===== src/ex_pkg.sv =====
package ex_pkg;

    // Default datapath and address widths
    localparam int DATA_W  = 24;
    localparam int PC_W    = 48;

    // Instruction immediate fields
    localparam int IMM12_W = 12;
    localparam int IMM16_W = 16;

    // Flag word layout
    localparam int FLAG_W  = 4;

    typedef enum int unsigned {
        FLAG_Z = 0,
        FLAG_N = 1,
        FLAG_C = 2,
        FLAG_V = 3
    } flag_idx_e;

    // Opcodes handled by the execute stage
    typedef enum logic [7:0] {
        OPC_MOVur = 8'h01,
        OPC_ADDur = 8'h02,
        OPC_SUBur = 8'h03,
        OPC_ANDur = 8'h04,
        OPC_ORur  = 8'h05,
        OPC_XORur = 8'h06,
        OPC_NOTur = 8'h07,
        OPC_SHLur = 8'h08,
        OPC_SHRur = 8'h09,
        OPC_ROLur = 8'h0A,
        OPC_RORur = 8'h0B,
        OPC_CMPur = 8'h0C,
        OPC_TSTur = 8'h0D,
        OPC_MCCur = 8'h0E,
        OPC_ADDsr = 8'h20,
        OPC_SUBsr = 8'h21,
        OPC_CMPsr = 8'h22,
        OPC_LUIui = 8'h30,
        OPC_MOVui = 8'h31,
        OPC_ADDui = 8'h32,
        OPC_SUBui = 8'h33,
        OPC_ANDui = 8'h34,
        OPC_ORui  = 8'h35,
        OPC_XORui = 8'h36,
        OPC_MOVsi = 8'h40,
        OPC_BCCso = 8'h50,
        OPC_BALso = 8'h51
    } opcode_e;

    // Condition codes
    typedef enum logic [3:0] {
        CC_RA = 4'd0,
        CC_EQ = 4'd1,
        CC_NE = 4'd2,
        CC_LT = 4'd3,
        CC_GT = 4'd4,
        CC_GE = 4'd5,
        CC_LE = 4'd6,
        CC_BT = 4'd7,
        CC_AT = 4'd8,
        CC_BE = 4'd9,
        CC_AE = 4'd10
    } cc_e;

endpackage


===== src/ex_shift_unit.sv =====
`timescale 1ns/1ps

module ex_shift_unit #(
    parameter int DATA_W = ex_pkg::DATA_W,
    parameter int PC_W   = ex_pkg::PC_W
) (
    input  ex_pkg::opcode_e   opc,
    input  logic [DATA_W-1:0] value,
    input  logic [DATA_W-1:0] amount,
    output logic [DATA_W-1:0] sh_result,
    output logic              sh_carry,
    output logic              sh_flags_we
);
    import ex_pkg::*;

    localparam int SH_W = $clog2(DATA_W);

    logic                over;
    logic [SH_W-1:0]     sh_n;
    logic [SH_W-1:0]     rot_n;
    logic [DATA_W:0]     shl_ext;
    logic [DATA_W:0]     shr_ext;
    logic [2*DATA_W-1:0] rol_ext;
    logic [2*DATA_W-1:0] ror_ext;

    if (PC_W < DATA_W || DATA_W <= IMM12_W) begin : g_cfg_err
        $error("ex_shift_unit: unsupported DATA_W and PC_W combination");
    end

    assign over  = amount >= DATA_W;
    assign sh_n  = amount[SH_W-1:0];
    assign rot_n = SH_W'(amount % DATA_W);

    // The extra bit holds the last bit shifted out
    assign shl_ext = {1'b0, value} << sh_n;
    assign shr_ext = {value, 1'b0} >> sh_n;

    // Rotates taken from a doubled copy of the value
    assign rol_ext = {value, value} << rot_n;
    assign ror_ext = {value, value} >> rot_n;

    always_comb begin
        sh_result   = value;
        sh_carry    = 1'b0;
        sh_flags_we = 1'b0;
        case (opc)
            OPC_SHLur: begin
                sh_result   = over ? '0 : shl_ext[DATA_W-1:0];
                sh_carry    = over ? 1'b0 : shl_ext[DATA_W];
                sh_flags_we = amount != '0;
            end
            OPC_SHRur: begin
                sh_result   = over ? '0 : shr_ext[DATA_W:1];
                sh_carry    = over ? 1'b0 : shr_ext[0];
                sh_flags_we = amount != '0;
            end
            OPC_ROLur: begin
                // Bit that wrapped last lands in bit 0
                sh_result   = rol_ext[2*DATA_W-1:DATA_W];
                sh_carry    = rol_ext[DATA_W];
                sh_flags_we = amount != '0;
            end
            OPC_RORur: begin
                sh_result   = ror_ext[DATA_W-1:0];
                sh_carry    = ror_ext[DATA_W-1];
                sh_flags_we = amount != '0;
            end
            default: begin
            end
        endcase
    end

endmodule


===== src/ex_cond_eval.sv =====
`timescale 1ns/1ps

module ex_cond_eval #(
    parameter int DATA_W = ex_pkg::DATA_W,
    parameter int PC_W   = ex_pkg::PC_W
) (
    input  ex_pkg::cc_e               cc,
    input  logic [ex_pkg::FLAG_W-1:0] flags,
    output logic                      cc_true
);
    import ex_pkg::*;

    logic lt;

    if (PC_W < DATA_W || DATA_W <= IMM12_W) begin : g_cfg_err
        $error("ex_cond_eval: unsupported DATA_W and PC_W combination");
    end

    // Signed less-than
    assign lt = flags[FLAG_N] ^ flags[FLAG_V];

    always_comb begin
        case (cc)
            CC_RA:   cc_true = 1'b1;
            CC_EQ:   cc_true = flags[FLAG_Z];
            CC_NE:   cc_true = !flags[FLAG_Z];
            CC_LT:   cc_true = lt;
            CC_GT:   cc_true = !flags[FLAG_Z] && !lt;
            CC_GE:   cc_true = !lt;
            CC_LE:   cc_true = flags[FLAG_Z] || lt;
            CC_BT:   cc_true = flags[FLAG_C];
            CC_AT:   cc_true = !flags[FLAG_C] && !flags[FLAG_Z];
            CC_BE:   cc_true = flags[FLAG_C] || flags[FLAG_Z];
            CC_AE:   cc_true = !flags[FLAG_C];
            default: cc_true = 1'b0;
        endcase
    end

endmodule


===== src/ex_operand_stage.sv =====
`timescale 1ns/1ps

module ex_operand_stage #(
    parameter int DATA_W = ex_pkg::DATA_W,
    parameter int PC_W   = ex_pkg::PC_W
) (
    input  logic                       iw_clk,
    input  logic                       iw_rst,
    input  logic                       stall,
    input  logic                       flush,
    input  logic                       in_valid,
    input  ex_pkg::opcode_e            opc,
    input  ex_pkg::cc_e                cc,
    input  logic [PC_W-1:0]            pc,
    input  logic [3:0]                 tgt,
    input  logic [DATA_W-1:0]          src_val,
    input  logic [DATA_W-1:0]          tgt_val,
    input  logic [ex_pkg::IMM12_W-1:0] imm12,
    input  logic [ex_pkg::IMM16_W-1:0] imm16,
    input  logic [ex_pkg::FLAG_W-1:0]  flags,
    output logic                       op_valid,
    output ex_pkg::opcode_e            op_opc,
    output ex_pkg::cc_e                op_cc,
    output logic [DATA_W-1:0]          op_a,
    output logic [DATA_W-1:0]          op_b,
    output logic [ex_pkg::FLAG_W-1:0]  op_flags,
    output logic [PC_W-1:0]            op_pc,
    output logic [3:0]                 op_tgt,
    output logic [PC_W-1:0]            op_imm_branch
);
    import ex_pkg::*;

    localparam int UIMM_W = 2 * IMM12_W;

    logic [IMM12_W-1:0] uimm_bank;
    logic [UIMM_W-1:0]  uimm_full;
    logic [DATA_W-1:0]  b_sel;
    logic [PC_W-1:0]    br_off;

    // Upper half of the unsigned immediate, loaded by LUI
    always_ff @(posedge iw_clk or posedge iw_rst) begin
        if (iw_rst) begin
            uimm_bank <= '0;
        end else if (!stall) begin
            if (flush) begin
                uimm_bank <= '0;
            end else if (in_valid && opc == OPC_LUIui) begin
                uimm_bank <= imm12;
            end
        end
    end

    assign uimm_full = {uimm_bank, imm12};

    always_comb begin
        case (opc)
            OPC_MOVui, OPC_ADDui, OPC_SUBui, OPC_ANDui, OPC_ORui, OPC_XORui: begin
                b_sel = DATA_W'(uimm_full);
            end
            OPC_MOVsi: begin
                b_sel = DATA_W'(signed'(imm12));
            end
            default: begin
                b_sel = src_val;
            end
        endcase
    end

    // BAL carries the long offset, BCC the short one
    assign br_off = (opc == OPC_BALso) ? PC_W'(signed'(imm16)) : PC_W'(signed'(imm12));

    always_ff @(posedge iw_clk or posedge iw_rst) begin
        if (iw_rst) begin
            op_valid <= 1'b0;
        end else if (!stall) begin
            op_valid <= in_valid && !flush;
        end
    end

    always_ff @(posedge iw_clk) begin
        if (!stall) begin
            op_opc        <= opc;
            op_cc         <= cc;
            op_a          <= tgt_val;
            op_b          <= b_sel;
            op_flags      <= flags;
            op_pc         <= pc;
            op_tgt        <= tgt;
            op_imm_branch <= br_off;
        end
    end

endmodule


===== src/ex_compute_stage.sv =====
`timescale 1ns/1ps

module ex_compute_stage #(
    parameter int DATA_W = ex_pkg::DATA_W,
    parameter int PC_W   = ex_pkg::PC_W
) (
    input  logic                      iw_clk,
    input  logic                      iw_rst,
    input  logic                      stall,
    input  logic                      flush,
    input  logic                      op_valid,
    input  ex_pkg::opcode_e           op_opc,
    input  ex_pkg::cc_e               op_cc,
    input  logic [DATA_W-1:0]         op_a,
    input  logic [DATA_W-1:0]         op_b,
    input  logic [ex_pkg::FLAG_W-1:0] op_flags,
    input  logic [PC_W-1:0]           op_pc,
    input  logic [3:0]                op_tgt,
    input  logic [PC_W-1:0]           op_imm_branch,
    output logic                      out_valid,
    output logic [DATA_W-1:0]         result,
    output logic [3:0]                gp_tgt,
    output logic                      gp_we,
    output logic [ex_pkg::FLAG_W-1:0] flags_out,
    output logic                      flags_we,
    output logic                      branch_taken,
    output logic [PC_W-1:0]           branch_pc
);
    import ex_pkg::*;

    logic [DATA_W:0]   sum;
    logic [DATA_W:0]   diff;
    logic              add_v;
    logic              sub_v;
    logic [DATA_W-1:0] sh_result;
    logic              sh_carry;
    logic              sh_flags_we;
    logic              cc_true;
    logic [DATA_W-1:0] res_d;
    logic [FLAG_W-1:0] fl_d;
    logic              fl_we_d;
    logic              gp_we_d;
    logic              br_d;
    logic [PC_W-1:0]   br_target;

    ex_shift_unit #(.DATA_W(DATA_W), .PC_W(PC_W)) u_shift (
        .opc        (op_opc),
        .value      (op_a),
        .amount     (op_b),
        .sh_result  (sh_result),
        .sh_carry   (sh_carry),
        .sh_flags_we(sh_flags_we)
    );

    ex_cond_eval #(.DATA_W(DATA_W), .PC_W(PC_W)) u_cond (
        .cc     (op_cc),
        .flags  (op_flags),
        .cc_true(cc_true)
    );

    // Top bit of each is the unsigned carry or borrow
    assign sum  = {1'b0, op_a} + {1'b0, op_b};
    assign diff = {1'b0, op_a} - {1'b0, op_b};
    assign add_v = (op_a[DATA_W-1] == op_b[DATA_W-1]) && (sum[DATA_W-1] != op_a[DATA_W-1]);
    assign sub_v = (op_a[DATA_W-1] != op_b[DATA_W-1]) && (diff[DATA_W-1] != op_a[DATA_W-1]);
    assign br_target = op_pc + op_imm_branch;

    always_comb begin
        res_d   = '0;
        fl_d    = '0;
        fl_we_d = 1'b0;
        gp_we_d = 1'b0;
        br_d    = 1'b0;
        case (op_opc)
            OPC_MOVur, OPC_MOVui, OPC_MOVsi: begin
                res_d   = op_b;
                fl_we_d = 1'b1;
                gp_we_d = 1'b1;
            end
            OPC_ADDur, OPC_ADDui: begin
                res_d         = sum[DATA_W-1:0];
                fl_d[FLAG_C]  = sum[DATA_W];
                fl_we_d       = 1'b1;
                gp_we_d       = 1'b1;
            end
            OPC_SUBur, OPC_SUBui: begin
                res_d         = diff[DATA_W-1:0];
                fl_d[FLAG_C]  = diff[DATA_W];
                fl_we_d       = 1'b1;
                gp_we_d       = 1'b1;
            end
            OPC_ADDsr: begin
                res_d         = sum[DATA_W-1:0];
                fl_d[FLAG_N]  = sum[DATA_W-1];
                fl_d[FLAG_V]  = add_v;
                fl_we_d       = 1'b1;
                gp_we_d       = 1'b1;
            end
            OPC_SUBsr: begin
                res_d         = diff[DATA_W-1:0];
                fl_d[FLAG_N]  = diff[DATA_W-1];
                fl_d[FLAG_V]  = sub_v;
                fl_we_d       = 1'b1;
                gp_we_d       = 1'b1;
            end
            OPC_ANDur, OPC_ANDui, OPC_ORur, OPC_ORui, OPC_XORur, OPC_XORui, OPC_NOTur: begin
                if (op_opc == OPC_ANDur || op_opc == OPC_ANDui) begin
                    res_d = op_a & op_b;
                end else if (op_opc == OPC_ORur || op_opc == OPC_ORui) begin
                    res_d = op_a | op_b;
                end else if (op_opc == OPC_NOTur) begin
                    res_d = ~op_a;
                end else begin
                    res_d = op_a ^ op_b;
                end
                fl_we_d = 1'b1;
                gp_we_d = 1'b1;
            end
            OPC_SHLur, OPC_SHRur, OPC_ROLur, OPC_RORur: begin
                res_d         = sh_result;
                fl_d[FLAG_C]  = sh_carry;
                fl_we_d       = sh_flags_we;
                gp_we_d       = 1'b1;
            end
            OPC_CMPur: begin
                fl_d[FLAG_C]  = diff[DATA_W];
                fl_we_d       = 1'b1;
            end
            OPC_CMPsr: begin
                fl_d[FLAG_N]  = diff[DATA_W-1];
                fl_d[FLAG_V]  = sub_v;
                fl_we_d       = 1'b1;
            end
            OPC_TSTur: begin
                fl_we_d = 1'b1;
            end
            OPC_MCCur: begin
                // A failed condition writes the target back unchanged
                res_d   = cc_true ? op_b : op_a;
                fl_we_d = cc_true;
                gp_we_d = 1'b1;
            end
            OPC_BCCso: br_d = cc_true;
            OPC_BALso: br_d = 1'b1;
            default: begin
            end
        endcase

        if (op_opc == OPC_CMPur || op_opc == OPC_CMPsr) begin
            fl_d[FLAG_Z] = diff[DATA_W-1:0] == '0;
        end else if (op_opc == OPC_TSTur) begin
            fl_d[FLAG_Z] = op_a == '0;
        end else begin
            fl_d[FLAG_Z] = res_d == '0;
        end

        if (!fl_we_d) begin
            fl_d = '0;
        end
    end

    always_ff @(posedge iw_clk or posedge iw_rst) begin
        if (iw_rst) begin
            out_valid    <= 1'b0;
            gp_we        <= 1'b0;
            flags_we     <= 1'b0;
            branch_taken <= 1'b0;
        end else if (!stall) begin
            out_valid    <= op_valid && !flush;
            gp_we        <= op_valid && !flush && gp_we_d;
            flags_we     <= op_valid && !flush && fl_we_d;
            branch_taken <= op_valid && !flush && br_d;
        end
    end

    always_ff @(posedge iw_clk) begin
        if (!stall) begin
            result    <= res_d;
            gp_tgt    <= op_tgt;
            flags_out <= fl_d;
            branch_pc <= br_d ? br_target : '0;
        end
    end

    // Nothing leaves the stage without a valid instruction
    a_idle_quiet: assert property (@(posedge iw_clk) disable iff (iw_rst)
        !out_valid |-> !(gp_we || flags_we || branch_taken));

    a_branch_no_write: assert property (@(posedge iw_clk) disable iff (iw_rst)
        branch_taken |-> !gp_we);

endmodule


===== src/ex_top.sv =====
`timescale 1ns/1ps

module ex_top #(
    parameter int DATA_W = ex_pkg::DATA_W,
    parameter int PC_W   = ex_pkg::PC_W
) (
    input  logic                       iw_clk,
    input  logic                       iw_rst,
    input  logic                       stall,
    input  logic                       flush,
    input  logic                       in_valid,
    input  ex_pkg::opcode_e            opc,
    input  ex_pkg::cc_e                cc,
    input  logic [PC_W-1:0]            pc,
    input  logic [3:0]                 tgt,
    input  logic [DATA_W-1:0]          src_val,
    input  logic [DATA_W-1:0]          tgt_val,
    input  logic [ex_pkg::IMM12_W-1:0] imm12,
    input  logic [ex_pkg::IMM16_W-1:0] imm16,
    input  logic [ex_pkg::FLAG_W-1:0]  flags,
    output logic                       out_valid,
    output logic [DATA_W-1:0]          result,
    output logic [3:0]                 gp_tgt,
    output logic                       gp_we,
    output logic [ex_pkg::FLAG_W-1:0]  flags_out,
    output logic                       flags_we,
    output logic                       branch_taken,
    output logic [PC_W-1:0]            branch_pc
);
    import ex_pkg::*;

    logic              op_valid;
    opcode_e           op_opc;
    cc_e               op_cc;
    logic [DATA_W-1:0] op_a;
    logic [DATA_W-1:0] op_b;
    logic [FLAG_W-1:0] op_flags;
    logic [PC_W-1:0]   op_pc;
    logic [3:0]        op_tgt;
    logic [PC_W-1:0]   op_imm_branch;

    ex_operand_stage #(.DATA_W(DATA_W), .PC_W(PC_W)) u_operand (
        .iw_clk       (iw_clk),
        .iw_rst       (iw_rst),
        .stall        (stall),
        .flush        (flush),
        .in_valid     (in_valid),
        .opc          (opc),
        .cc           (cc),
        .pc           (pc),
        .tgt          (tgt),
        .src_val      (src_val),
        .tgt_val      (tgt_val),
        .imm12        (imm12),
        .imm16        (imm16),
        .flags        (flags),
        .op_valid     (op_valid),
        .op_opc       (op_opc),
        .op_cc        (op_cc),
        .op_a         (op_a),
        .op_b         (op_b),
        .op_flags     (op_flags),
        .op_pc        (op_pc),
        .op_tgt       (op_tgt),
        .op_imm_branch(op_imm_branch)
    );

    ex_compute_stage #(.DATA_W(DATA_W), .PC_W(PC_W)) u_compute (
        .iw_clk       (iw_clk),
        .iw_rst       (iw_rst),
        .stall        (stall),
        .flush        (flush),
        .op_valid     (op_valid),
        .op_opc       (op_opc),
        .op_cc        (op_cc),
        .op_a         (op_a),
        .op_b         (op_b),
        .op_flags     (op_flags),
        .op_pc        (op_pc),
        .op_tgt       (op_tgt),
        .op_imm_branch(op_imm_branch),
        .out_valid    (out_valid),
        .result       (result),
        .gp_tgt       (gp_tgt),
        .gp_we        (gp_we),
        .flags_out    (flags_out),
        .flags_we     (flags_we),
        .branch_taken (branch_taken),
        .branch_pc    (branch_pc)
    );

endmodule


===== config.mk =====
export PLATFORM = sky130hd
export DESIGN_NAME = ex_top
export DESIGN_NICKNAME = d
export VERILOG_FILES = /design/src/ex_pkg.sv /design/src/ex_shift_unit.sv /design/src/ex_cond_eval.sv /design/src/ex_operand_stage.sv /design/src/ex_compute_stage.sv /design/src/ex_top.sv
export SDC_FILE = /design/constraint.sdc
export NUM_CORES = 1
export LEC_CHECK = 0
export BUFFER_PORTS_ARGS = -buffer_cell sky130_fd_sc_hd__buf_2
export CAP_MARGIN = 25
export CORE_ASPECT_RATIO = 1.5
export CORE_MARGIN = 4
export CORE_UTILIZATION = 55
export DETAILED_ROUTE_END_ITERATION = 6
export MAX_ROUTING_LAYER = met4
export PLACE_DENSITY = 0.77
export SETUP_SLACK_MARGIN = 0.1
export SKIP_LAST_GASP = 1
export SYNTH_ARGS = -nofsm -noshare
export SYNTH_HDL_FRONTEND = slang
export SYNTH_HIERARCHICAL = 1
export SYNTH_SLANG_ARGS = --single-unit

===== constraint.sdc =====
create_clock -name iw_clk -period 7.63 [get_ports iw_clk]
set_input_delay 0.3815 -clock iw_clk [delete_from_list [all_inputs] [get_ports iw_clk]]
set_output_delay 0.3815 -clock iw_clk [all_outputs]
set_load 0.01 [all_outputs]

* After elaboration in Yosys (flattened, before gate mapping)
Cells that the tools add are included.
** Word-level totals
- Register bits after elaboration :: 261
- Bits of input ports :: 149
- Output and inout bits :: 84
- Word-level logic and storage cells :: 143
** Operators by class
- Add/sub/neg operators :: 3
- Div/mod/pow operators :: 1
- Magnitude comparators :: 1
- Eq/ne operators :: 49
- Shifts and indexed selects :: 4
- Multiplexer cells :: 24
- Bitwise operators :: 6
- Reductions and logical operators :: 37
** Operators with widths (number)
- 2-to-1 mux 24 bit :: 6
- one-hot mux 24 bit (6 select lines) :: 1
- equality test 8 x 6 -> 1 bit (second input constant) :: 16
- one-hot mux 24 bit (4 select lines) :: 1
- logical NOT 24 bit :: 3
- equality test 8 x 4 -> 1 bit (second input constant) :: 7
- adder 48 bit :: 1
- 2-to-1 mux 48 bit :: 1
- one-hot mux 24 bit (2 select lines) :: 1
- left shift 48 x 5 -> 48 bit :: 1
- >> shifter 48 x 5 -> 24 bit :: 1
- equality test 8 x 7 -> 1 bit (second input constant) :: 5
- equality test 8 x 3 -> 1 bit (second input constant) :: 4
- remainder unit 24 x 5 -> 32 bit (second input constant) :: 1
- adder 24 x 24 -> 25 bit :: 1
- left shift 24 x 5 -> 25 bit :: 1
- >> shifter 25 x 5 -> 25 bit :: 1
- subtractor 24 x 24 -> 25 bit :: 1
- AND 24 bit :: 1
- >= comparator 24 x 5 -> 1 bit (second input constant) :: 1
- 2-to-1 mux 12 bit :: 2
- inverter 24 bit :: 1
- OR 24 bit :: 1
- nonzero test 24 bit :: 1
- 29 further kinds :: 65

* Depth between registers and ports, before layout
- Word-level depth :: 9
- Gate-level depth with buffers :: 30
- Gate-level depth less buffers :: 27

* By module
Netlist, hierarchy kept.
** By module, submodules not included
- ex_compute_stage :: times used 1, cells each 1279, area an instance 10433.8 sq um, sequential area each 2502.4 sq um
- ex_shift_unit :: times used 1, cells each 921, area an instance 5804.3 sq um, sequential area each 0.0 sq um
- ex_operand_stage :: times used 1, cells each 266, area an instance 5323.9 sq um, sequential area each 4289.1 sq um
- ex_cond_eval :: times used 1, cells each 17, area an instance 125.1 sq um, sequential area each 0.0 sq um

* Worst setup path after synthesis
No wires, ideal clock.
- Path type :: reg2reg
- Start :: register u_operand.op_b[18]
- End :: register u_compute/flags_out[0] (netlist bit) (data pin)
- Library setup time :: 180 ps
- Arrival time :: 7962 ps
- Required time :: 7450 ps
- Path slack :: -512 ps
- Stages on the path, launching flop included :: 28
- Buffers on the path :: 2
- Period minus slack after synthesis :: 8142 ps
- Cell sequence :: edfxtp_1 -> buf_6 -> and4b_1 -> o21a_2 -> a2bb2oi_2 -> nor3_2 -> mux2_4 -> o2111ai_1 -> nand2_1 -> o221ai_1 -> o211a_2 -> nor3_2 -> a211o_1 -> a211oi_1 -> mux2_2 -> nor3_4 -> buf_6 -> mux2i_1 -> a211o_1 -> o211a_1 -> a222oi_1 -> o211ai_1 -> or3_1 -> or4_1 -> or4_1 -> or4_1 -> or4_1 -> o41ai_2
** On the way
- Elaborated cells between the ends (all ways) :: 23
- Classes of those cells :: add/sub: 2; div: 1; order compare: 1; shift: 2; mux: 11; bitwise: 3; reduce/logical: 3
** RTL lines
- start: declaration :: line ex_operand_stage.sv:25 : output logic [DATA_W-1:0] op_b,
- start signal: assignment :: line ex_operand_stage.sv:85 : op_b <= b_sel;
- remainder unit 24 x 5 -> 32 bit or >= comparator 24 x 5 -> 1 bit (tied branches) :: line ex_shift_unit.sv:32, ex_shift_unit.sv:30
- >> shifter 48 x 5 -> 24 bit, or another cell as far along :: line ex_shift_unit.sv:40 : assign ror_ext = {value, value} >> rot_n;
- one-hot mux 24 bit (4 select lines) (*) :: line ex_shift_unit.sv:46 : case (opc)
- via u_compute.sh_result[4] :: line ex_compute_stage.sv:35 : logic [DATA_W-1:0] sh_result;
- one-hot mux 24 bit (6 select lines) (*) :: line ex_compute_stage.sv:74 : case (op_opc)
- via u_compute.res_d[4] :: line ex_compute_stage.sv:39 : logic [DATA_W-1:0] res_d;
- logical NOT 24 bit (*) :: line ex_compute_stage.sv:154 : fl_d[FLAG_Z] = res_d == '0;
- 2-to-1 mux 1 bit (*) :: line ex_compute_stage.sv:151 : end else if (op_opc == OPC_TSTur) begin
- 2-to-1 mux 1 bit (*) :: line ex_compute_stage.sv:149 : if (op_opc == OPC_CMPur || op_opc == OPC_CMPsr) begin
- end signal: assignment :: line ex_compute_stage.sv:180 : flags_out <= fl_d;
- end: declaration :: line ex_compute_stage.sv:24 : output logic [ex_pkg::FLAG_W-1:0] flags_out,
Mark *: on every way through the listed nets, which the timed path passes. The rest lies on a longest branch.
A chain may end at the register's enable or synchronous reset.

* Worst setup path in the final report
Ends and elaborated chain as after synthesis.

==> out/results.txt <==
Initial Utilization -> 0.560
Root Buffer -> clkbuf_16
post-detail-place hpwl -> 76200 um
Comb pwr share -> 0.485
CP Capture Type -> register
min cycle time layout -> 8.20 ns
first-pass GRT wire length -> 149000 um
Max Slew Vio Count -> 0
die area -> 0.0427 mm^2
clock skew -> 0.0191 ns
Worst slew margin -> 0.222
Hold Startpoint -> pc[0]
Synth area leaders -> edfxtp_1, ha_1, a21oi_1
slowest CP cell -> or4_4
Detail Route Antenna Nets -> 0
CTS Buffer Depth -> 3
share of power burned in registers -> 0.300
leading area contributor after synthesis -> edfxtp_1
clock slew at reported path FFs -> 0.06 ns
synthesis-to-layout area growth -> 17.3%
top cells by count, synth -> nor2_1, edfxtp_1, a21oi_1
grt total ovfl -> 0
via count -> 23818
Hold WC Path Type -> in2reg
Clk pwr share -> 0.215
Async SR Flop Fraction -> 0.0742
IO buf count -> 232
Clock Sinks -> 229
die width -> 170 um
DIE HEIGHT -> 251 um
fin crit share -> 1.07
switching share of total power -> 0.416
Seq cells post-synth -> 229
top layer in use -> met4
most frequent cell after synthesis -> nor2_1
CP arrival -> 8.56 ns
met2 routed WL -> 48000 um
EDFF count, synth -> 212
Net count, final -> 3068
Wirelength per Cell -> 31.3 um
Net Count, Synth -> 2762
unrepaired setup endpoints after global routing -> true
CP required -> 7.99 ns
Synth Flop Type -> edfxtp_1
cell area after synthesis -> 0.0217 mm^2
final RePlAce weighted congestion -> 1.12
status -> finished, violations left
share of layout cells above drive strength 1 -> 0.230
setup slack after layout -> -0.571 ns
Worst Tran Pin Value -> 1.13 ns
Syn Area/Cell -> 8.73 um^2
Post-Syn Instances -> 2483
endpoints failing setup -> 1
Synth cell types -> 115
vias in the first global route -> 23582
internal power -> 3.03 mW
TNS Setup -> -0.571 ns
origin of the worst setup path -> u_operand/op_b[18]
register area share after synthesis -> 0.313
Fin Hold WS -> 0.0116 ns
failing checks -> DRC, setup timing
total CTS buffers -> 23
CTS H-tree depth -> 1
final hold violations -> 0
Total Power -> 5.19 mW
I/O pins -> 233
WS Path Type -> reg2reg
WL final -> 103000 um
met3 WL post-DR -> 11000 um
power density cells -> 204 mW/mm^2
Worst setup SP type -> register
Placed Instances -> 3243
Max stage delay on crit path -> 0.57 ns
row count -> 88
M1 wire length -> 31500 um
switching pwr -> 2.16 mW
CTS tree -> yes
r2r startpoint -> u_operand/op_b[18]
fmax -> 0.122 GHz
clock latency on the worst-skew pair -> 0.54 ns
Worst Path Max Fanout -> 6
IR Drop Worst-Case VDD -> 0.221 mV
Residual DRC -> 6
Core ar. -> 0.0388 mm^2
drt first pass iters -> 7
non-filler cells, final -> 3305
largest net degree at the start of global routing -> 89
Via density -> 7.21
Initial DRC Count -> 3212
Tot GR Track Use -> 0.479
area share of the largest cell type after synthesis -> 0.294
YS warnings -> 6
initial antenna violation count -> 6
static leakage -> 10.7 nW
Max Cap Viol -> 0
## final timing paths
check / to / cells past startpoint / slack [ns]
min: u_operand/op_pc[0] / 1 / 0.01
min reg2reg: u_compute/gp_tgt[1] / 0 / 0.43
min in group asynchronous: u_compute/flags_we / 3 / 0.30
max reg2reg: u_compute/flags_out[0] / 29 / -0.57
max in group asynchronous: u_operand/op_valid / 3 / 6.81
max: u_compute/flags_out[0] / 29 / -0.57
## worst max-delay path: cells and delay by family, from the launching register on
| kind | cells | cell delay (ns) |
|---|---|---|
| compound gates | 12 | 2.96 |
| buf+inv | 4 | 0.75 |
| flops | 1 | 0.50 |
| simple gates | 12 | 3.49 |
| mux | 1 | 0.31 |
## cells in the final DEF, fill, tap and decap left out, types with 23 or more instances in the layout
master	count
a31oi_1	37
o21ai_0	155
edfxtp_1	212
a211oi_1	48
ha_1	127
nand2b_1	53
a21oi_1	174
nor3_1	51
xnor2_1	52
o211ai_1	34
a21o_1	50
inv_1	118
buf_2	233
nor4_1	28
mux2i_1	83
clkbuf_16	23
nand2_1	163
buf_4	210
nor2_1	220
xor2_1	25
nor2b_1	31
o21a_1	24
mux2_2	40
nand3_1	63
## registers in the layout, indices dropped and copies added (netlist names)
register	count
u_operand/op_tgt	4
u_compute/result	24
u_operand/op_imm_branch	16
u_compute/flags_out	4
u_operand/op_flags	4
u_operand/op_opc	8
u_compute/branch_pc	48
u_operand/op_cc	4
u_compute/branch_taken	1
u_operand/uimm_bank	12
u_operand/op_a	24
u_compute/gp_we	1
u_compute/out_valid	1
u_compute/gp_tgt	4
u_compute/flags_we	1
u_operand/op_pc	48
u_operand/op_b	24
u_operand/op_valid	1
## power by group through the flow
stage,sequential [mW],clock [mW],combinational (mW)
6_report,1.56,1.12,2.52
5_1_grt,1.56,1.16,2.61
4_1_cts,1.55,1.11,2.35
3_5_place_dp,1.57,0,2.28
3_3_place_gp,1.57,0,2.25
2_1_floorplan,1.55,0,1.42
## routing by layer
| metal | vias up | track usage |
|---|---|---|
| met4 | 0 | 0.439 |
| met1 | 11082 | 0.466 |
| met5 | - | - |
| li1 | 10004 | - |
| met3 | 797 | 0.140 |
| met2 | 1935 | 0.758 |
## layout make-up
class	count	area [um^2]
antenna	5	12.5
tap	495	619
inverter	125	475
fill	3114	13300
multi-input combinational	1952	13900
clock buffer	30	622
sequential	229	6790
clock inverter	11	88.8
timing repair buffer	458	2960
## logic make-up (layout without fill, tap and decap cells)
group                    Yosys count  after routing  share of synthesized area
adder cells (fa/ha/maj)          130            130                     0.0760
AND/OR/NAND/NOR                  775            775                      0.181
flip-flops                       229            229                      0.313
AO/OA/AOI/OAI                    825            825                      0.260
buffers and inverters            302            624                     0.0631
multiplexers                     143            143                     0.0741
XOR/XNOR                          79             79                     0.0323
other                              0              5                          0
## what timing repair did
action / CTS / global route
setup endpoints to repair: 1 / 1
gates cloned: 0 / 0
hold buffers: 1 / 0
endpoints found under the hold margin: 17 / 0
setup buffers: 3 / 0
gates resized for setup: 33 / 19
pin swaps: 15 / 1
## through the flow
stage          instance area [um^2]  utilization  setup WS, ns
2_1_floorplan                 21700            -         0.145
3_5_place_dp                  24300        0.627        -0.749
6_report                      25400        0.656        -0.571
5_1_grt                       25400        0.656        -0.952
4_1_cts                       25200        0.650        -0.425
3_3_place_gp                  24300        0.627        -0.525
Note: power is estimated with default switching activity, not from simulation.
